===== src/logic/xoodyak_config.svh =====
`ifndef XOODYAK_CONFIG_SVH
`define XOODYAK_CONFIG_SVH

// --------------------------------------------------
// Permutation schedule
// --------------------------------------------------
`define XOO_ROUNDS              12
`define XOO_ROUNDS_PER_CLK      3
`define XOO_PERM_CLOCKS         4

// --------------------------------------------------
// Cyclist domain and padding bytes
// --------------------------------------------------
`define CD_INIT                 8'h02
`define CD_ABSORB               8'h03
`define CU_CRYPT                8'h80
`define CU_SQUEEZE              8'h40
`define PAD_BYTE                8'h01

`endif


===== src/logic/xoodyak_pkg.sv =====
package xoodyak_pkg;

        // Full Xoodoo state, byte i at bits 8i+7:8i
        typedef logic [383:0] state_t;

        // One plane, plane y sits at bit 128y of the state
        typedef logic [127:0] plane_t;

        // One lane, lane x sits at bit 32x of a plane
        typedef logic [31:0] lane_t;

        // Plaintext in, ciphertext or tag out
        typedef logic [191:0] text_t;
        typedef logic [351:0] ad_t;
        typedef logic [127:0] key_t;

        // Clock index inside one permutation
        typedef logic [1:0] step_t;

        // Operation codes match the opmode encoding
        typedef enum logic [2:0] {
                OP_IDLE    = 3'd0,
                OP_INIT    = 3'd1,
                OP_NONCE   = 3'd2,
                OP_ASSOC   = 3'd3,
                OP_CRYPT   = 3'd4,
                OP_SQUEEZE = 3'd6
        } op_t;

endpackage


===== src/logic/cyclist_state.sv =====
`timescale 1ns/100ps
`include "xoodyak_config.svh"

module cyclist_state (
        input  logic                eph1,
        input  logic                rst_n,
        input  xoodyak_pkg::op_t    phase,
        input  logic                state_we,
        input  xoodyak_pkg::op_t    last_op,
        input  xoodyak_pkg::text_t  textin,
        input  xoodyak_pkg::key_t   nonce,
        input  xoodyak_pkg::ad_t    assodata,
        input  xoodyak_pkg::key_t   key,
        input  xoodyak_pkg::state_t perm_out,
        output xoodyak_pkg::state_t perm_in,
        output xoodyak_pkg::text_t  textout
);
        import xoodyak_pkg::*;

        text_t      text_r;
        key_t       nonce_r;
        ad_t        ad_r;
        key_t       key_r;
        state_t     saved_q;
        state_t     down_state;
        logic [7:0] up_byte;

        // Inputs follow the pins until a command starts
        always_ff @(posedge eph1) begin
                if (phase == OP_IDLE) begin
                        text_r  <= textin;
                        nonce_r <= nonce;
                        ad_r    <= assodata;
                        key_r   <= key;
                end
        end

        // --------------------------------------------------
        // Up adds the domain byte into byte 47 before permuting
        // --------------------------------------------------
        always_comb begin
                case (phase)
                        OP_CRYPT:   up_byte = `CU_CRYPT;
                        OP_SQUEEZE: up_byte = `CU_SQUEEZE;
                        default:    up_byte = 8'h00;
                endcase
        end

        assign perm_in = saved_q ^ {up_byte, 376'b0};

        // --------------------------------------------------
        // Down absorbs into the permuted state
        // --------------------------------------------------
        always_comb begin
                down_state = perm_out;
                case (phase)
                        OP_INIT: begin
                                // Key, empty id, pad, then init domain
                                down_state             = '0;
                                down_state[127:0]      = key_r;
                                down_state[8*17 +: 8]  = `PAD_BYTE;
                                down_state[8*47 +: 8]  = `CD_INIT;
                        end
                        OP_NONCE: begin
                                down_state[127:0]     ^= nonce_r;
                                down_state[8*16 +: 8] ^= `PAD_BYTE;
                                down_state[8*47 +: 8] ^= `CD_ABSORB;
                        end
                        OP_ASSOC: begin
                                down_state[351:0]     ^= ad_r;
                                down_state[8*44 +: 8] ^= `PAD_BYTE;
                                down_state[8*47 +: 8] ^= `CD_ABSORB;
                        end
                        OP_CRYPT: begin
                                // Low 24 bytes become the ciphertext
                                down_state[191:0]     ^= text_r;
                                down_state[8*24 +: 8] ^= `PAD_BYTE;
                        end
                        default: down_state = perm_out;
                endcase
        end

        // Saved cyclist state
        always_ff @(posedge eph1) begin
                if (!rst_n) begin
                        saved_q <= '0;
                end else if (state_we) begin
                        saved_q <= down_state;
                end
        end

        // Output view of the saved state, chosen by the last operation
        always_comb begin
                case (last_op)
                        OP_CRYPT:   textout = saved_q[191:0];
                        OP_SQUEEZE: textout = {64'b0, saved_q[127:0]};
                        default:    textout = '0;
                endcase
        end

endmodule


===== config.mk =====
export PLATFORM = sky130hd
export DESIGN_NAME = cyclist_state
export DESIGN_NICKNAME = d
export VERILOG_FILES = /design/src/logic/xoodyak_pkg.sv /design/src/logic/cyclist_state.sv
export VERILOG_INCLUDE_DIRS = /design/src /design/src/logic
export SDC_FILE = /design/constraint.sdc
export NUM_CORES = 2
export LEC_CHECK = 0
export BUFFER_PORTS_ARGS = -buffer_cell sky130_fd_sc_hd__buf_2
export CAP_MARGIN = 10
export CORE_AREA = 2 2 680 682
export CTS_CLUSTER_DIAMETER = 50
export DETAILED_ROUTE_END_ITERATION = 7
export DIE_AREA = 0 0 682 684
export REMOVE_ABC_BUFFERS = 1
export SLEW_MARGIN = 5
export SYNTH_ARGS = -nofsm -noshare
export SYNTH_HDL_FRONTEND = slang
export SYNTH_SLANG_ARGS = --single-unit

===== constraint.sdc =====
create_clock -name eph1 -period 88.1 [get_ports eph1]
set_input_delay 4.405 -clock eph1 [delete_from_list [all_inputs] [get_ports eph1]]
set_output_delay 4.405 -clock eph1 [all_outputs]
set_load 0.01 [all_outputs]

==> impl_results.md <==
* Via total after detailed routing at 45136
* Cell leakage power at approximately 27 nW
* CTS buffer count at slightly below 200
* Min cycle time layout at 10.82 ns
* Global-route usage over all layers at around 17%
* Global route overflow at 0
* First-pass GRT wire length at 498600 um
* Routed wire per std cell at 33.80 um
* Top post-synthesis cells by area: edfxtp_1, dfxtp_1, xnor2_1
* Hold Vio Cnt, Final at 0
* Endpoint class of the critical path: output pin
* Setup CP Type: input pin to output pin
* Crit Path Max Fanout at 64
* Fmax at 92.39 MHz
* Worst Hold Class: register to register
* Antenna violations before repair at 482
* Vias per inst at between 3 and 4
* Placer Congestion at 0.9687
* Area share of the leading cell type in the synthesized netlist at 45.18%
* Max clock buf depth at 4
* Fin util at 16.07%
* Largest net degree at the start of global routing at 116
* CTS tree: done
* Die Span X at ~700 um
* NetSw at 478.5 uW
* Setup WS post-layout at 77.28 ns
* Final period util at 12.29%
* Final Slew Violations at 0
* Worst Path Buf+Inv at 4
* Clk pin slew, worst setup/hold paths at approximately 0.050 ns
* Cell-internal power at 1.174 mW
* IO Pins at roughly 1800
* #FFs+latches synth at roughly 1200
* Clock sink count at 1184
* Outcome: finished clean
* Placed Cells at 11534
* Worst vdd ir at around 0.000016 V
* Final Power at approximately 1.7 mW
* Part of the power in registers at 40.5%
* Comb pwr share at between 10% and 20%
* CTS resizes at 0
* Worst slew margin at 20.02%
* Worst setup SP type: input pin
* DR pass1 iterations at 5
* Worst-Skew Late Latency at 0.92 ns
* Floorplan row count at 249
* Seq/Total Area, Yosys at between 50% and 60%
* Final HPWL DP at approximately 340000 um
* Worst path slowest cell: buf_4
* Avg Cell Area, Syn at 12.58 sq um
* Final nets at 6775
* EDFF count, synth at 800
* Post-Syn Instances at around 4200
* Post-CTS Hold Buffers at 0
* P&R area growth vs syn at 38.67%
* Initial DRC count at ~4400
* TNS Setup at 0 ns
* Worst path required time at roughly 84 ns
* Worst slack, placed at roughly 77 ns
* Least-Margin Pin Slew at roughly 1.2 ns
* Die Y at ~680 um
* Yosys warns at 0
* Delay-heaviest family, CP: buffers and inverters
* Root Driver: clkbuf_16
* Async SR Flop Fraction at 0%
* Critical path's largest stage delay at 0.55 ns
* Largest area contributor in the netlist: edfxtp_1
* Netlist cell types at 44
* Post-route DRC at 0
* Post-route ant nets at 0
* # setup viols final at 0
* Sw Ratio at 28.95%
* Post-route insts no fill at between 10000 and 15000
* Cell area after synthesis at 53170 sq um
* Post-Route Skew at 0.06944 ns
* Arrival time of the worst setup path at 6.42 ns
* Maxcap violations at 0
* Vias in the first global route at approximately 41000
* WL final at 410300 um
* Starting Density at 11.59%
* Most used flip-flop cell after synthesis: edfxtp_1
* Core Area at between 400000 and 500000 sq um
* Layout cells sized above 1 at 38.52%
* PwrDens at approximately 22 nW/um^2
* H-tree Lvls at 4
* Postcts setup bufs at 0
* RSZ-0062 raised after global routing: no
* Port buffer count at 1768
* CP cell instances: buf_2 > nor2b_4 > buf_4 > nor2b_4 > buf_4 > and2_1 > buf_2
* Die ar. at 466500 sq um
* Clk pwr share at 49.1%
cell type report:
type,count,area [sq um]
fillers,51116,385200
repair buffers,1852,9549
diodes,239,598.1
clock buffers,226,5160
well taps,6149,7694
multi-input cells,2344,17320
flip-flops and latches,1184,31710
inverters,5,31.28
clock inverters,139,1669
flip-flops by register name (all words and copies together), names as in the netlist:
signal and cells:
text_r 192, ad_r 352, nonce_r 128, saved_q 384, key_r 128
stage by stage:
step	area (sq um)	hold slack (ns)
after floorplan	48920	0.4792
after global placement	66300	0.4416
after detailed placement	66300	0.4499
after CTS	73130	0.4726
after global routing	73380	0.4935
final	73730	0.4622
path summary, 6_finish.rpt:
kind / slack (ns) / cells past startpoint / end / startpoint
worst max register to register: 86.45 / 4 / saved_q[345]$_SDFFE_PN0P_ / ad_r[345]$_DFFE_PN_
worst min-delay path: 0.46 / 2 / saved_q[377]$_SDFFE_PN0P_ / saved_q[377]$_SDFFE_PN0P_
worst max-delay path: 77.28 / 7 / textout[147] / last_op[0]
worst min register to register: 0.46 / 2 / saved_q[377]$_SDFFE_PN0P_ / saved_q[377]$_SDFFE_PN0P_
cell usage in the layout, fill, tap and decap left out, types with 44 or more instances in the layout:
cell type and count:
a21oi_1 230, and2_1 348, diode_2 239, a221oi_1 65, o22ai_1 47, o221ai_1 128, nor2b_1 44, buf_4 82
a22o_1 238, nor2_1 50, a32oi_1 56, clkbuf_16 198, nand3b_1 157, edfxtp_1 800, o211ai_1 55, nor3_1 53
xnor2_1 488, buf_2 1763, dfxtp_1 382, xor2_1 83, o21ai_0 92, a22oi_1 57
cell usage after synthesis, drive strengths merged (2+ instances only):
master	count
edfxtp	800
buf	495
xnor2	488
dfxtp	384
and2	348
a22o	238
a21oi	230
clkbuf	200
nand3b	157
o221ai	128
o21ai	94
xor2	83
a221oi	65
a22oi	57
a32oi	56
o211ai	55
nor3	54
nor2	52
nor2b	50
o22ai	47
a211oi	36
mux2i	28
nand2	22
a31oi	11
o2bb2ai	11
nand3	8
a21o	7
nand2b	6
inv	4
nor3b	4
and3	3
or3	2
power groups by stage:
stage / Combinational [mW] / Sequential, mW / Clock (mW)
after floorplan: 0.0696 / 0.679 / 0
after global placement: 0.172 / 0.681 / 0
after detailed placement: 0.174 / 0.681 / 0
after CTS: 0.175 / 0.669 / 0.832
after global routing: 0.186 / 0.671 / 0.852
final: 0.173 / 0.669 / 0.811
metal layers:
layer / GRT usage (%) / share of wire, % / wire, um
met4: 7.441 / 5.0 / 20450
met3: 8.302 / 12 / 49900
met2: 28.12 / 48 / 195400
met1: 17.67 / 35 / 143100
met5: 0 / 0.37 / 1530
tightest hold or removal path, delay by kind of cell (launching register included):
kind / cells / cell delay, ns
flip-flops: 1 / 0.32
AO/OA/AOI/OAI: 1 / 0.06
AND/OR/NAND/NOR: 1 / 0.05
logic make-up after synthesis:
kind of cell / count (synthesis) / share of synthesized area [%]
xor gates and xnor gates: 571 / 9.406
muxes: 28 / 0.5271
DFF: 1184 / 59.64
buffers and inverters: 700 / 8.022
and+or+nand+nor: 707 / 8.234
AOI/OAI and AO/OA: 1038 / 14.17
Note: power is estimated with default switching activity, not from simulation.
