[config.mk]
export PLATFORM = sky130hd
export DESIGN_NAME = xoodoo_perm
export DESIGN_NICKNAME = d
export VERILOG_FILES = /design/src/logic/xoodyak_pkg.sv /design/src/logic/xoodoo_round.sv /design/src/logic/xoodoo_perm.sv
export VERILOG_INCLUDE_DIRS = /design/src /design/src/logic
export SDC_FILE = /design/constraint.sdc
export NUM_CORES = 2
export LEC_CHECK = 0
export BUFFER_PORTS_ARGS = -buffer_cell sky130_fd_sc_hd__buf_2
export CORE_AREA = 3 3 455 457
export CTS_CLUSTER_DIAMETER = 80
export DETAILED_ROUTE_END_ITERATION = 12
export DIE_AREA = 0 0 458 460
export GPL_TIMING_DRIVEN = 0
export HOLD_SLACK_MARGIN = 0.05
export PLACE_DENSITY = 0.66
export SLEW_MARGIN = 5
export SYNTH_ARGS = -nofsm -noshare
export SYNTH_HDL_FRONTEND = slang
export SYNTH_SLANG_ARGS = --single-unit
[constraint.sdc]
create_clock -name eph1 -period 7.8 [get_ports eph1]
set_clock_uncertainty 0.2 [all_clocks]
set_input_delay 1.56 -clock eph1 [delete_from_list [all_inputs] [get_ports eph1]]
set_output_delay 1.56 -clock eph1 [all_outputs]
set_load 0.005 [all_outputs]
[src/logic/xoodyak_config.svh]
`ifndef XOODYAK_CONFIG_SVH
`define XOODYAK_CONFIG_SVH

// --------------------------------------------------
// Permutation schedule
// --------------------------------------------------
`define XOO_ROUNDS              12
`define XOO_ROUNDS_PER_CLK      3
`define XOO_PERM_CLOCKS         4

// --------------------------------------------------
// Cyclist domain and padding bytes
// --------------------------------------------------
`define CD_INIT                 8'h02
`define CD_ABSORB               8'h03
`define CU_CRYPT                8'h80
`define CU_SQUEEZE              8'h40
`define PAD_BYTE                8'h01

`endif

[src/logic/xoodyak_pkg.sv]
package xoodyak_pkg;

        // Full Xoodoo state, byte i at bits 8i+7:8i
        typedef logic [383:0] state_t;

        // One plane, plane y sits at bit 128y of the state
        typedef logic [127:0] plane_t;

        // One lane, lane x sits at bit 32x of a plane
        typedef logic [31:0] lane_t;

        // Plaintext in, ciphertext or tag out
        typedef logic [191:0] text_t;
        typedef logic [351:0] ad_t;
        typedef logic [127:0] key_t;

        // Clock index inside one permutation
        typedef logic [1:0] step_t;

        // Operation codes match the opmode encoding
        typedef enum logic [2:0] {
                OP_IDLE    = 3'd0,
                OP_INIT    = 3'd1,
                OP_NONCE   = 3'd2,
                OP_ASSOC   = 3'd3,
                OP_CRYPT   = 3'd4,
                OP_SQUEEZE = 3'd6
        } op_t;

endpackage

[src/logic/xoodoo_round.sv]
`timescale 1ns/100ps

module xoodoo_round (
        input  xoodyak_pkg::lane_t  rc,
        input  xoodyak_pkg::state_t round_in,
        output xoodyak_pkg::state_t round_out
);
        import xoodyak_pkg::*;

        // Cyclic plane shift, lane moves dx in x and rotates dz in z
        function automatic plane_t shift_plane(input plane_t p, input int dx, input int dz);
                plane_t      r;
                lane_t       l;
                logic [63:0] d;
                for (int x = 0; x < 4; x++) begin
                        l = p[32 * ((x + 4 - dx) % 4) +: 32];
                        d = {l, l} << dz;
                        r[32 * x +: 32] = d[63:32];
                end
                return r;
        endfunction

        plane_t a0, a1, a2;
        plane_t p, e;
        plane_t t0, t1, t2;
        plane_t w0, w1, w2;
        plane_t c0, c1, c2;

        // Split into planes
        assign a0 = round_in[0 +: 128];
        assign a1 = round_in[128 +: 128];
        assign a2 = round_in[256 +: 128];

        // --------------------------------------------------
        // Theta, column parity folded back into every plane
        // --------------------------------------------------
        assign p  = a0 ^ a1 ^ a2;
        assign e  = shift_plane(p, 1, 5) ^ shift_plane(p, 1, 14);
        assign t0 = a0 ^ e;
        assign t1 = a1 ^ e;
        assign t2 = a2 ^ e;

        // Rho-west, then iota on lane 0 of plane 0
        assign w0 = t0 ^ {96'b0, rc};
        assign w1 = shift_plane(t1, 1, 0);
        assign w2 = shift_plane(t2, 0, 11);

        // Chi, the only nonlinear step
        assign c0 = w0 ^ (~w1 & w2);
        assign c1 = w1 ^ (~w2 & w0);
        assign c2 = w2 ^ (~w0 & w1);

        // Rho-east, plane 0 passes straight through
        assign round_out = {shift_plane(c2, 2, 8), shift_plane(c1, 0, 1), c0};

endmodule

[src/logic/xoodoo_perm.sv]
`timescale 1ns/100ps
`include "xoodyak_config.svh"

module xoodoo_perm (
        input  logic                eph1,
        input  logic                rst_n,
        input  xoodyak_pkg::op_t    phase,
        input  xoodyak_pkg::step_t  step,
        input  xoodyak_pkg::state_t perm_in,
        output xoodyak_pkg::state_t perm_out
);
        import xoodyak_pkg::*;

        // Round constants in specification order, LSB at z = 0
        localparam lane_t RC [`XOO_ROUNDS] = '{
                32'h058, 32'h038, 32'h3C0, 32'h0D0, 32'h120, 32'h014,
                32'h060, 32'h02C, 32'h380, 32'h0F0, 32'h1A0, 32'h012
        };

        state_t     chain [`XOO_ROUNDS_PER_CLK + 1];
        state_t     perm_q;
        logic [3:0] rc_base;

        // First round of this clock
        assign rc_base = 4'(step) * 4'(`XOO_ROUNDS_PER_CLK);

        // Fresh state at step 0, recirculate afterwards
        assign chain[0] = (step == '0) ? perm_in : perm_q;

        // --------------------------------------------------
        // Three rounds per clock
        // --------------------------------------------------
        for (genvar r = 0; r < `XOO_ROUNDS_PER_CLK; r++) begin : g_round
                xoodoo_round round_i (
                        .rc        (RC[rc_base + 4'(r)]),
                        .round_in  (chain[r]),
                        .round_out (chain[r + 1])
                );
        end

        // Intermediate state, wiped on reset
        always_ff @(posedge eph1) begin
                if (!rst_n) begin
                        perm_q <= '0;
                end else if (phase != OP_IDLE) begin
                        perm_q <= chain[`XOO_ROUNDS_PER_CLK];
                end
        end

        // Full result is valid during step 3
        assign perm_out = chain[`XOO_ROUNDS_PER_CLK];

endmodule

==> flow_summary.toml, run 1 <==
[yosys]
syn_nets = 7326
synth.most_common_cell = "xnor3_1"
synth_edf_count = 0
synthCells = 6933
netlist_top_cells_count = "xnor3_1, xnor2_1, xor2_1"
synth.area.top_cells = "xnor3_1, xnor2_1, xor3_1"
synthArstFlopShare = 0
synth_warnings = 0
ys_ff_latch = 384
syn_area_um2 = 91200
synth_largest_area_cell = "xnor3_1"
synth_flop_cell = "dfxtp_1"
ys_seq_area_frac = 0.0843
avgSynthCellArea_um2 = 13.2
yosysTopAreaCellShare = 0.397
ys_types = 68

[run_status]
haltStage = "5_1_grt"
firstError = "[ERROR GRT-0116] Global routing finished with congestion. Check the congestion regions in the DRC Viewer."
outcome = "stopped before the end"

[cts]
cts_root_buf = "clkbuf_16"
cts.htree.levels = 2
clockBufferDepth = 3
clock_sink_count = 384
cts-hold-fix-buffers = 0
numCtsBuffers = 44

[die]
rows = 166
start_util = 0.447
fp.dieH_um = 460
boundaryPins = 775
die_w_um = 458

[global_routing]
overflow = 65
grt_pass1_wl_um = 990000
grt_max_degree = 13
grt_usage = 0.750
grt_pass1_vias = 81400

[placement]
numPortBuffers = 760
routabilityCongestion = 1.34
hpwl_um = 645000
-- kinds of logic after synthesis --
| kind of cell | share of synthesized area |
|---|---|
| XOR/XNOR | 0.752 |
| AND/OR/NAND/NOR | 0.0649 |
| AO/OA/AOI/OAI | 0.0400 |
| multiplexers | 0.0476 |
| flip-flops | 0.0843 |
| buffers and inverters | 0.0108 |
| adder cells (fa/ha/maj) | 0.000274 |
-- routing by layer --
metal  GRT overflow  GRT usage
met1              0      0.762
met2             42      0.873
met3              0      0.625
met4             23      0.729
met5              0      0.441
-- timing repair --
item,CTS
gates cloned,3
pin swaps,591
setup endpoints to repair,768
gates resized for setup,3202
setup buffers,870
-- per-stage QoR --
stage | instances | TNS [ps] | util | setup WS, ps | instance area (µm²)
after floorplan | 6933 | 0 | - | 34.9 | 91200
after global placement | 10400 | -3640230 | 0.482 | -7200 | 98300
after detailed placement | 10400 | -3331060 | 0.491 | -6030 | 100000
after CTS | 11400 | -554270 | 0.660 | -1550 | 135000
==> run 2, diff against run 1 <==
--- a/config.mk
+++ b/config.mk
@@ -7,13 +7,11 @@
 export NUM_CORES = 2
 export LEC_CHECK = 0
 export BUFFER_PORTS_ARGS = -buffer_cell sky130_fd_sc_hd__buf_2
-export CORE_AREA = 3 3 455 457
-export CTS_CLUSTER_DIAMETER = 80
+export CORE_AREA = 3 3 556 558
 export DETAILED_ROUTE_END_ITERATION = 12
-export DIE_AREA = 0 0 458 460
+export DIE_AREA = 0 0 559 561
 export GPL_TIMING_DRIVEN = 0
-export HOLD_SLACK_MARGIN = 0.05
-export PLACE_DENSITY = 0.66
+export PLACE_DENSITY_LB_ADDON = 0.15
 export SLEW_MARGIN = 5
 export SYNTH_ARGS = -nofsm -noshare
 export SYNTH_HDL_FRONTEND = slang
==> constraint.sdc (replaced) <==
create_clock -name eph1 -period 10.1 [get_ports eph1]
set_clock_uncertainty 0.2 [all_clocks]
set_input_delay 2.02 -clock eph1 [delete_from_list [all_inputs] [get_ports eph1]]
set_output_delay 2.02 -clock eph1 [all_outputs]
set_load 0.005 [all_outputs]
==> flow_summary.toml, run 2 <==
[sta]
finalHoldViolCount = 0
whs_ps = 319
fmax_mhz = 94.9
rsz0062_at_grt = "true"
setup_slack_ps = -439
final-setup-viol-count = 246
slew_viol_final = 67
fin_crit_ps = 10540
worst_pin_slew_ps = 1630
period_share = 1.04
slew_headroom = -0.0878

[cts]
clockBufferDepth = 3
clk_latency_ps = 640
cts_tree = "yes"
clock_sink_count = 384
cts.htree.levels = 2
numCtsBuffers = 47
cts_root_buf = "clkbuf_16"
clkSlewWorstSetupHoldPaths_ps = 60
cts-hold-fix-buffers = 0

[finish]
drive_above_1_share = 0.633
final_util = 0.515
areaGrowthSynthToFinish_pct = 72.1
top_register = "perm_q"
largest_reg_flops = 384
reg_top3 = "perm_q (384)"
nNetsFinal = 10200
final_cell_mix = "buf_4, xnor3_1, buf_2"
layout_commonest_cell = "buf_4"
n_fill_cell = 25400
multi_input_area_um2 = 111000
register_area_um2 = 7690

[worst_setup_path]
crit_arrival_ps = 8320
worstSetupPathType = "input pin to output pin"
crit_path_max_fanout = 9
path_delay_family = "XOR/XNOR gates"
path_buf_inv = 13
critical_path.slowest_cell = "xnor2_4"
end_kind = "output pin"
crit_top_cell = "buf_12"
slowest_delay_ps = 760
worstPathRequired_ps = 7880
critPathLaunchType = "input pin"

[yosys]
syn_nets = 7326
ys_ff_latch = 384
synthArstFlopShare = 0
syn_area_um2 = 91200
synth.most_common_cell = "xnor3_1"
ys_types = 68
synthXorXnorAreaFrac = 0.752
yosysTopAreaCellShare = 0.397
synthCells = 6933
synth_flop_cell = "dfxtp_1"
synth_top_family_by_area = "XOR/XNOR gates"
ys_seq_area_frac = 0.0843
synth_edf_count = 0
synth_largest_area_cell = "xnor3_1"
synth_compound_area_frac = 0.0400
netlist_top_cells_count = "xnor3_1, xnor2_1, xor2_1"
avgSynthCellArea_um2 = 13.2
synth.area.mux_share = 0.0476
synth.area.top_cells = "xnor3_1, xnor2_1, xor3_1"
synth_fa_ha_area_frac = 0.000274
synth_warnings = 0
synthSimpleGateAreaFrac = 0.0649

[placement]
routabilityCongestion = 1.17
numPortBuffers = 760
hpwl_um = 783000
post-place-ws_ps = -5730

[die]
fp.dieH_um = 561
start_util = 0.299
rows = 203
fp.dieArea_um2 = 314000
boundaryPins = 775
die_w_um = 559
core_um2 = 305000

[job]
maxCapViolCount = 7

[run_status]
failed_checks = "capacitance limit, slew limit, setup timing"
outcome = "finished, violations left"

[global_routing]
overflow = 0
grt_pass1_wl_um = 1030000
grt_pass1_vias = 71900
grt_max_degree = 14
antenna_found_initial = 95
grt_usage = 0.547

[routing]
vias_per_cell = 5.95
routed_wl_um = 893000
dr.first_iter.drc_count = 13800
num_vias = 83200
antenna_left = 0
wire_per_inst_um = 63.8
first_pass_iters = 6
drc = 0

[min_path]
hold_class = "register to register"
## run 2: cell counts after synthesis
No cell type changed its count.
## run 2: worst paths after layout
kind	slack, ps	start	cells after the start	to
worst max-delay path	-440	step[1]	27	perm_out[272]
worst min-delay path	320	perm_q[373]	1	perm_q[373]
worst max register to register	2310	perm_q[365]	19	perm_q[272]
worst min register to register	320	perm_q[373]	1	perm_q[373]
## run 2: layer usage
metal / global-route usage / part of all wire
met1: 0.624 / 0.34
met5: 0.00196 / 0.0013
met3: 0.281 / 0.15
met2: 0.716 / 0.37
met4: 0.542 / 0.13
## run 2: worst reg2reg max path: stages, from the launching register on
cell,delay [ps]
dfxtp_1,350
xor3_1,1110
xor2_1,250
xnor2_1,1210
a21oi_4,300
nor2_4,330
xor3_2,430
buf_4,160
xnor3_4,320
buf_12,180
xor2_4,330
buf_4,200
nand2_1,130
xor2_4,290
buf_4,210
xnor3_1,230
xnor3_2,340
nor2_2,100
xnor2_4,770
a22o_1,280
## run 2: logic make-up after synthesis
logic type	Yosys count
xor gates and xnor gates	4237
and+or+nand+nor	1292
DFF	384
adders and majority gates	2
AOI/OAI and AO/OA	424
muxes	415
buffers and inverters	179
## run 2: per-stage QoR
step,TNS [ps],std cells,instance area (µm²)
after floorplan,0,6933,91200
after global routing,-2840,13900,157000
after global placement,-3114600,11800,100000
after detailed placement,-2601940,12000,104000
after CTS,-48170,13200,144000
final,-15550,14000,157000
## run 2: final cells by class
class | instances | share of cell area
diodes | 78 | 0.00124
plain buffers | 175 | 0.0119
clock buffers | 64 | 0.00854
clock inverters | 24 | 0.00136
inverters | 3 | 0.0000957
multi-input cells | 6370 | 0.708
flip-flops and latches | 384 | 0.0490
well taps | 4100 | 0.0327
repair buffers | 2797 | 0.187
## run 2: what timing repair did
action | CTS | global route
resized for setup | 3427 | 1002
endpoints found under the setup margin | 768 | 382
setup buffers | 1110 | 758
cloned | 11 | 4
pin swaps | 647 | 627
Power of run 2 is left out: the tool's default activity adds up to more than one toggle a clock period on the data nets, which glitch-free logic cannot reach.
