File: src/logic/xoodyak_config.svh
`ifndef XOODYAK_CONFIG_SVH
`define XOODYAK_CONFIG_SVH

// --------------------------------------------------
// Permutation schedule
// --------------------------------------------------
`define XOO_ROUNDS              12
`define XOO_ROUNDS_PER_CLK      3
`define XOO_PERM_CLOCKS         4

// --------------------------------------------------
// Cyclist domain and padding bytes
// --------------------------------------------------
`define CD_INIT                 8'h02
`define CD_ABSORB               8'h03
`define CU_CRYPT                8'h80
`define CU_SQUEEZE              8'h40
`define PAD_BYTE                8'h01

`endif

File: src/logic/xoodyak_pkg.sv
package xoodyak_pkg;

        // Full Xoodoo state, byte i at bits 8i+7:8i
        typedef logic [383:0] state_t;

        // One plane, plane y sits at bit 128y of the state
        typedef logic [127:0] plane_t;

        // One lane, lane x sits at bit 32x of a plane
        typedef logic [31:0] lane_t;

        // Plaintext in, ciphertext or tag out
        typedef logic [191:0] text_t;
        typedef logic [351:0] ad_t;
        typedef logic [127:0] key_t;

        // Clock index inside one permutation
        typedef logic [1:0] step_t;

        // Operation codes match the opmode encoding
        typedef enum logic [2:0] {
                OP_IDLE    = 3'd0,
                OP_INIT    = 3'd1,
                OP_NONCE   = 3'd2,
                OP_ASSOC   = 3'd3,
                OP_CRYPT   = 3'd4,
                OP_SQUEEZE = 3'd6
        } op_t;

endpackage

File: src/logic/cyclist_fsm.sv
`timescale 1ns/100ps
`include "xoodyak_config.svh"

module cyclist_fsm (
        input  logic               eph1,
        input  logic               rst_n,
        input  logic [2:0]         opmode,
        output xoodyak_pkg::op_t   phase,
        output xoodyak_pkg::step_t step,
        output logic               state_we,
        output xoodyak_pkg::op_t   last_op,
        output logic               finished
);
        import xoodyak_pkg::*;

        op_t  cmd;
        logic last_step;

        // --------------------------------------------------
        // Command decode, decrypt and ratchet fall to idle
        // --------------------------------------------------
        always_comb begin
                case (opmode)
                        3'd1:    cmd = OP_INIT;
                        3'd2:    cmd = OP_NONCE;
                        3'd3:    cmd = OP_ASSOC;
                        3'd4:    cmd = OP_CRYPT;
                        3'd6:    cmd = OP_SQUEEZE;
                        default: cmd = OP_IDLE;
                endcase
        end

        // Final clock of a permutation
        assign last_step = (step == step_t'(`XOO_PERM_CLOCKS - 1));

        // Init has no permutation and commits at once
        assign state_we = (phase == OP_INIT) || ((phase != OP_IDLE) && last_step);

        // --------------------------------------------------
        // Phase, step counter and completed-operation record
        // --------------------------------------------------
        always_ff @(posedge eph1) begin
                if (!rst_n) begin
                        phase   <= OP_IDLE;
                        step    <= '0;
                        last_op <= OP_IDLE;
                end else if (phase == OP_IDLE) begin
                        // Command is a level, sampled only here
                        phase <= cmd;
                        step  <= '0;
                end else if (state_we) begin
                        phase   <= OP_IDLE;
                        step    <= '0;
                        last_op <= phase;
                end else begin
                        step <= step + 1'b1;
                end
        end

        // Level output, high whenever a new command can be taken
        assign finished = (phase == OP_IDLE);

endmodule

File: config.mk
export PLATFORM = sky130hd
export DESIGN_NAME = cyclist_fsm
export DESIGN_NICKNAME = d
export VERILOG_FILES = /design/src/logic/xoodyak_pkg.sv /design/src/logic/cyclist_fsm.sv
export VERILOG_INCLUDE_DIRS = /design/src /design/src/logic
export SDC_FILE = /design/constraint.sdc
export NUM_CORES = 1
export LEC_CHECK = 0
export ABC_AREA = 1
export BUFFER_PORTS_ARGS = -buffer_cell sky130_fd_sc_hd__buf_4
export CAP_MARGIN = 30
export CORE_AREA = 10 10 47 49
export DETAILED_ROUTE_END_ITERATION = 7
export DIE_AREA = 0 0 57 59
export GPL_TIMING_DRIVEN = 0
export HOLD_SLACK_MARGIN = 0.03
export REMOVE_ABC_BUFFERS = 1
export SETUP_SLACK_MARGIN = 0.15
export SYNTH_ARGS = -nofsm -noshare
export SYNTH_HDL_FRONTEND = slang
export SYNTH_SLANG_ARGS = --single-unit
File: constraint.sdc
create_clock -name eph1 -period 0.9 [get_ports eph1]
set_input_delay 0.18 -clock eph1 [delete_from_list [all_inputs] [get_ports eph1]]
set_output_delay 0.18 -clock eph1 [all_outputs]
set_load 0.02 [all_outputs]
==> reports/metrics.csv, run 1 <==
stage;metric;value;unit
logic_synthesis;synthXorXnorAreaFrac;0;
floorplan;ios;15;
logic_synthesis;synth_top_area_share;0.490;
critical_path;start_kind;register;
clocking;clk-insertion-delay-late;0.26;ns
layout;drive_gt1_frac;0.813;
floorplan;die_y;59;um
placed_design;placed_area;452;sq um
logic_synthesis;syn_avg_cell_area;7.59;sq um
power;vdd_drop_max;0.597;mV
placed_design;place_congestion;0.700;
logic_synthesis;yosys.area.top_type;dfxtp_1;
logic_synthesis;syn_inst;43;
clocking;cts_buffers;3;
layout;area_delta_synth_final;137;%
sta;layout_worst_path_cycle_share;1.42;
layout;postLayoutCellArea;773;sq um
clocking;cts_tree;done;
floorplan;initial_utilization;0.233;
global_route;grt_max_degree;6;
floorplan;rows;14;
sta;slew_violations;0;
layout;layout_common_cells;17 x buf_4, 17 x buf_6, 6 x nand2_2, 6 x dfxtp_2, 5 x nand2_1;
sta;tightest_slew;0.238;ns
power;internal-power;768;uW
sta;fin_ws;-0.378;ns
sta;finalCriticalPeriod;1.28;ns
clocking;clk_path_buf_depth;2;
power;clockPowerShare;0.253;
status;failed_checks;negative setup slack;
status;status;complete, but fails checks;
flow_run;maxCapViolCount;0;
logic_synthesis;synth_area;327;sq um
global_route;grt-ovfl-total;0;
power;p_switching;342;uW
global_route;grt_antenna_before_repair;0;
placed_design;place_hpwl;643;um
floorplan;die_width;57;um
placed_design;dpl.cell_count;73;
global_route;grt_pass1_wl;1800;um
logic_synthesis;synth-simple-area-share;0.280;
clocking;cts_sinks;8;
power;finalPower;1.11;mW
route;antenna_left;0;
sta;finClkSkew;0.00731;ns
critical_path;critical_path_class;register to register;
critical_path;crit_slowest_cell;dfxtp_2;
power;p_leak;0.357;nW
sta;whs;0.196;ns
critical_path;crit_path_max_fanout;3;
logic_synthesis;yosys_warnings;0;
sta;hold_viol;0;
logic_synthesis;synth_seq_cells;8;
sta;fmax;783;MHz
logic_synthesis;synth_area_leaders;dfxtp_1 49%, nand2_1 13%, inv_1 8.0%;
floorplan;core;1400;sq um
critical_path;critPathRequiredTime;1.04;ns
hold_path;hold_class;primary input to register;
clocking;clkTransAtPathRegs;0.05;ns
logic_synthesis;synth_compound_area_frac;0.111;
route;first_pass_iters;4;
power;p_per_area;1440;nW/um^2
sta;setup_violations;14;
sta;slew_headroom;0.841;
route;wire_per_inst;11.3;um
global_route;grt_usage;0.0689;
floorplan;die_area;3360;sq um
critical_path;slowest_delay;0.35;ns
sta;grt_setup_unrepaired;true;
clocking;hold_buffers;0;
critical_path;worstPathArrival;1.42;ns
layout;finalNonFillerCells;96;
route;routed_via_density;4.33;
critical_path;path_cells;ha_4, inv_2, o21ai_2, nand2_2, buf_4, buf_4, buf_6, nand2_2, a21oi_2;
hold_path;holdPathStages;3;
power;pwr-share-seq;0.365;
logic_synthesis;ys_seq_area_frac;0.490;
power;switching_share;0.308;
logic_synthesis;synthAdderAreaFrac;0.0383;
logic_synthesis;synthMuxAreaShare;0;
route;drc_errors;0;
clocking;htreeDepth;1;
global_route;grt_pass1_vias;432;
placed_design;port_buffers;14;
layout;num_antenna_cells;0;
critical_path;cp-end-kind;register;
power;comb_power_share;0.383;
route;vias;416;
clocking;clockRootBuffer;clkbuf_4;
logic_synthesis;yosysUniqueCellTypes;12;
route;drt_iter0_drc;2;
logic_synthesis;synth_top_family_by_area;simple AND/OR/NAND/NOR gates;
critical_path;reg2regPathDepth;9;
route;routed_wl;1080;um
layout;nNetsFinal;88;
[worst max-delay path: cells and delay by family, from the launching register on]
family                   cells  cell delay (ns)
adder cells (fa/ha/maj)      1             0.14
buffers and inverters        4             0.41
AND/OR/NAND/NOR              2             0.15
AO/OA/AOI/OAI                2             0.11
flip-flops                   1             0.35
[power by group through the flow]
stage | logic (mW) | clock network (mW) | registers [mW]
after floorplan | 0.104 | 0 | 0.428
after global placement | 0.217 | 0 | 0.406
after detailed placement | 0.218 | 0 | 0.406
after CTS | 0.371 | 0.282 | 0.403
after global routing | 0.462 | 0.318 | 0.409
final | 0.425 | 0.281 | 0.405
[metal layers]
layer | track usage | routed length (um) | vias to the layer above | part of all wire
met5 | 0 | 0 | - | 0
met4 | 0.0302 | 40 | 0 | 0.037
met3 | 0.0601 | 128 | 5 | 0.12
met1 | 0.0670 | 394 | 184 | 0.36
li1 | - | - | 210 | -
met2 | 0.102 | 520 | 17 | 0.48
[cell type report]
class / instances / area, sq um
timing repair buffer: 34 / 319
tap: 16 / 20.0
multi-input combinational: 28 / 210
sequential: 8 / 175
inverter: 7 / 26.3
clock buffer: 3 / 22.5
fill: 128 / 628
[path summary, 6_finish.rpt]
path / start / endpoint / slack, ns
worst max-delay path: step[0] / last_op[0] / -0.38
worst max register to register: step[0] / last_op[0] / -0.38
worst min-delay path: rst_n / step[0] / 0.20
worst min register to register: last_op[2] / last_op[2] / 0.47
[synth_stat cells]
| cell | n |
|---|---|
| nand4_1 | 1 |
| nand2_2 | 2 |
| nor2_4 | 1 |
| inv_1 | 7 |
| nand3_1 | 1 |
| a21oi_1 | 5 |
| o22ai_1 | 1 |
| o21ai_1 | 1 |
| dfxtp_1 | 8 |
| ha_1 | 1 |
| nand2_1 | 11 |
| nor2_1 | 4 |
[registers in the layout (all words and copies together) (netlist names)]
| register | flops |
|---|---|
| phase | 3 |
| step | 2 |
| last_op | 3 |
[timing repair]
action | in CTS | in global routing
pin swaps | 10 | 6
setup buffers | 15 | 5
setup endpoints to repair | 18 | 18
resized for setup | 37 | 11
[logic make-up (layout without fill, tap and decap cells)]
logic type                 Yosys count  count (layout)
AOI/OAI and AO/OA                    7               7
buffers and inverters                7              44
DFF                                  8               8
and+or+nand+nor                     20              20
adders and majority gates            1               1
[through the flow]
| step | setup TNS (ns) | setup slack [ns] | util |
|---|---|---|---|
| floorplan | -1.62 | -0.368 | - |
| global placement | -1.07 | -0.340 | 0.322 |
| detailed placement | -1.05 | -0.332 | 0.322 |
| CTS | -2.32 | -0.374 | 0.495 |
| global route | -3.65 | -0.450 | 0.552 |
| finish | -2.80 | -0.378 | 0.552 |
Note: power is estimated with default switching activity, not from simulation.
==> inputs of run 2 (changes only) <==
==> constraint.sdc (replaced) <==
create_clock -name eph1 -period 0.9 [get_ports eph1]
set_input_delay 0.18 -clock eph1 [delete_from_list [all_inputs] [get_ports eph1]]
set_output_delay 0.18 -clock eph1 [all_outputs]
set_load 0.05 [all_outputs]
==> reports/metrics.csv, run 2 (synthesized netlist as in run 1, its figures left out) <==
stage;metric;value;unit;change
power;vdd_drop_max;0.785;mV;+31%
sta;slew_violations;0;;unchanged
floorplan;rows;14;;unchanged
sta;slew_headroom;0.883;;+0.0421
route;first_pass_iters;5;;+1
layout;reg_top3;last_op: 3 flops, phase: 3 flops, step: 2 flops;;
placed_design;place_hpwl;643;um;unchanged
power;p_leak;0.309;nW;-14%
route;routed_wl;1030;um;-5.4%
critical_path;worstPathArrival;1.13;ns;-0.29 ns
route;wire_per_inst;11.9;um;+5.7%
status;status;complete, but fails checks;;
placed_design;place_congestion;0.700;;unchanged
floorplan;core;1400;sq um;unchanged
global_route;grt_usage;0.0619;;-0.00699
layout;final_common_cell;buf_4;;
power;finalPower;1.15;mW;+3.6%
sta;fin_ws;-0.410;ns;-0.0319 ns
route;drt_iter0_drc;3;;+1
layout;utilization;0.499;;-0.0527
layout;drive_gt1_frac;0.729;;-0.0839
floorplan;die_area;3360;sq um;unchanged
critical_path;critical_path_class;register to output pin;;
route;drc_errors;0;;unchanged
layout;num_antenna_cells;0;;unchanged
clocking;htreeDepth;1;;unchanged
global_route;grt-ovfl-total;0;;unchanged
sta;setup_violations;18;;+4
hold_path;hold_class;primary input to register;;
layout;finalNonFillerCells;86;;-10%
sta;fmax;764;MHz;-2.4%
critical_path;crit_path_max_fanout;5;;+2
critical_path;crit_slowest_cell;dfxtp_4;;
layout;layout_common_cells;13 x buf_4, 10 x buf_8, 7 x nand2_1;;
floorplan;die_width;57;um;unchanged
clocking;hold_buffers;0;;unchanged
clocking;clkTransAtPathRegs;0.05;ns;about the same
sta;tightest_slew;0.175;ns;-0.0631 ns
global_route;grt_max_degree;6;;unchanged
critical_path;slowest_delay;0.38;ns;+0.03 ns
sta;finClkSkew;0.00502;ns;-0.00229 ns
clocking;clk_path_buf_depth;2;;unchanged
hold_path;holdPathStages;4;;+1
clocking;cts_sinks;8;;unchanged
sta;grt_setup_unrepaired;true;;
flow_run;maxCapViolCount;0;;unchanged
sta;finalCriticalPeriod;1.31;ns;+0.0319 ns
route;routed_via_density;4.51;;+4.1%
placed_design;port_buffers;14;;unchanged
placed_design;dpl.cell_count;73;;unchanged
layout;area_delta_synth_final;114;%;
clocking;cts_tree;done;;
floorplan;initial_utilization;0.233;;unchanged
global_route;grt_pass1_vias;403;;-6.7%
sta;layout_worst_path_cycle_share;1.46;;+0.0354
critical_path;critPathRequiredTime;0.72;ns;-0.32 ns
critical_path;start_kind;register;;
route;vias;388;;-6.7%
floorplan;die_y;59;um;unchanged
clocking;cts_buffers;3;;unchanged
power;p_per_area;1650;nW/um^2;+15%
sta;whs;0.195;ns;-0.00149 ns
clocking;clockRootBuffer;clkbuf_4;;
floorplan;ios;15;;unchanged
critical_path;cp-end-kind;output pin;;
global_route;grt_antenna_before_repair;0;;unchanged
sta;hold_viol;0;;unchanged
critical_path;path_common_cell;nand2_2;;
critical_path;reg2regPathDepth;7;;-2
layout;postLayoutCellArea;699;sq um;-9.5%
status;failed_checks;negative setup slack;;
layout;nNetsFinal;78;;-11%
route;antenna_left;0;;unchanged
clocking;clk-insertion-delay-late;0.26;ns;about the same
global_route;grt_pass1_wl;1600;um;-11%
critical_path;path_cells;nor2_4, nand2_2, nand2_2, inv_2, buf_8;;
placed_design;placed_area;452;sq um;unchanged
-- run 2: per-stage QoR --
step,setup WS [ns],setup TNS (ns)
after floorplan,-0.781,-4.44
after global placement,-0.397,-1.19
after detailed placement,-0.389,-1.17
after CTS,-0.409,-2.47
after global routing,-0.475,-3.18
final,-0.410,-2.33
-- run 2: routing by layer --
| layer | global-route usage | routed length (um) |
|---|---|---|
| met4 | 0.0302 | 11 |
| met5 | 0 | 0 |
| met2 | 0.0915 | 513 |
| met3 | 0.0622 | 138 |
| met1 | 0.0549 | 362 |
-- run 2: timing repair --
| action | in CTS | in global routing |
|---|---|---|
| pin swaps | 5 | 5 |
| endpoints found under the setup margin | 18 | 18 |
| buffers inserted | 7 | 3 |
| gates resized for setup | 32 | 16 |
-- run 2: final cells by class --
type	instances	area, sq um
fillers	138	702
repair buffers	24	259
multi-input cells	28	194
flip-flops and latches	8	175
inverters	7	28.8
clock buffers	3	22.5
well taps	16	20.0
-- run 2: worst paths after layout --
kind | slack, ns | start | endpoint
setup / recovery | -0.41 | phase[1] | state_we
hold / removal | 0.19 | opmode[0] | phase[2]
setup reg to reg | -0.26 | phase[1] | last_op[0]
hold reg to reg | 0.48 | last_op[2] | last_op[2]
-- run 2: worst max-delay path: cells and delay by family, from the launching register on --
kind                   cells  cell delay [ns]
buffers and inverters      2             0.18
DFF                        1             0.38
and+or+nand+nor            3             0.32
-- run 2: where the power goes --
group / internal, mW / total, mW / switching [mW]
logic: 0.205 / 0.461 / 0.256
registers: 0.379 / 0.414 / 0.0353
clock network: 0.153 / 0.276 / 0.123
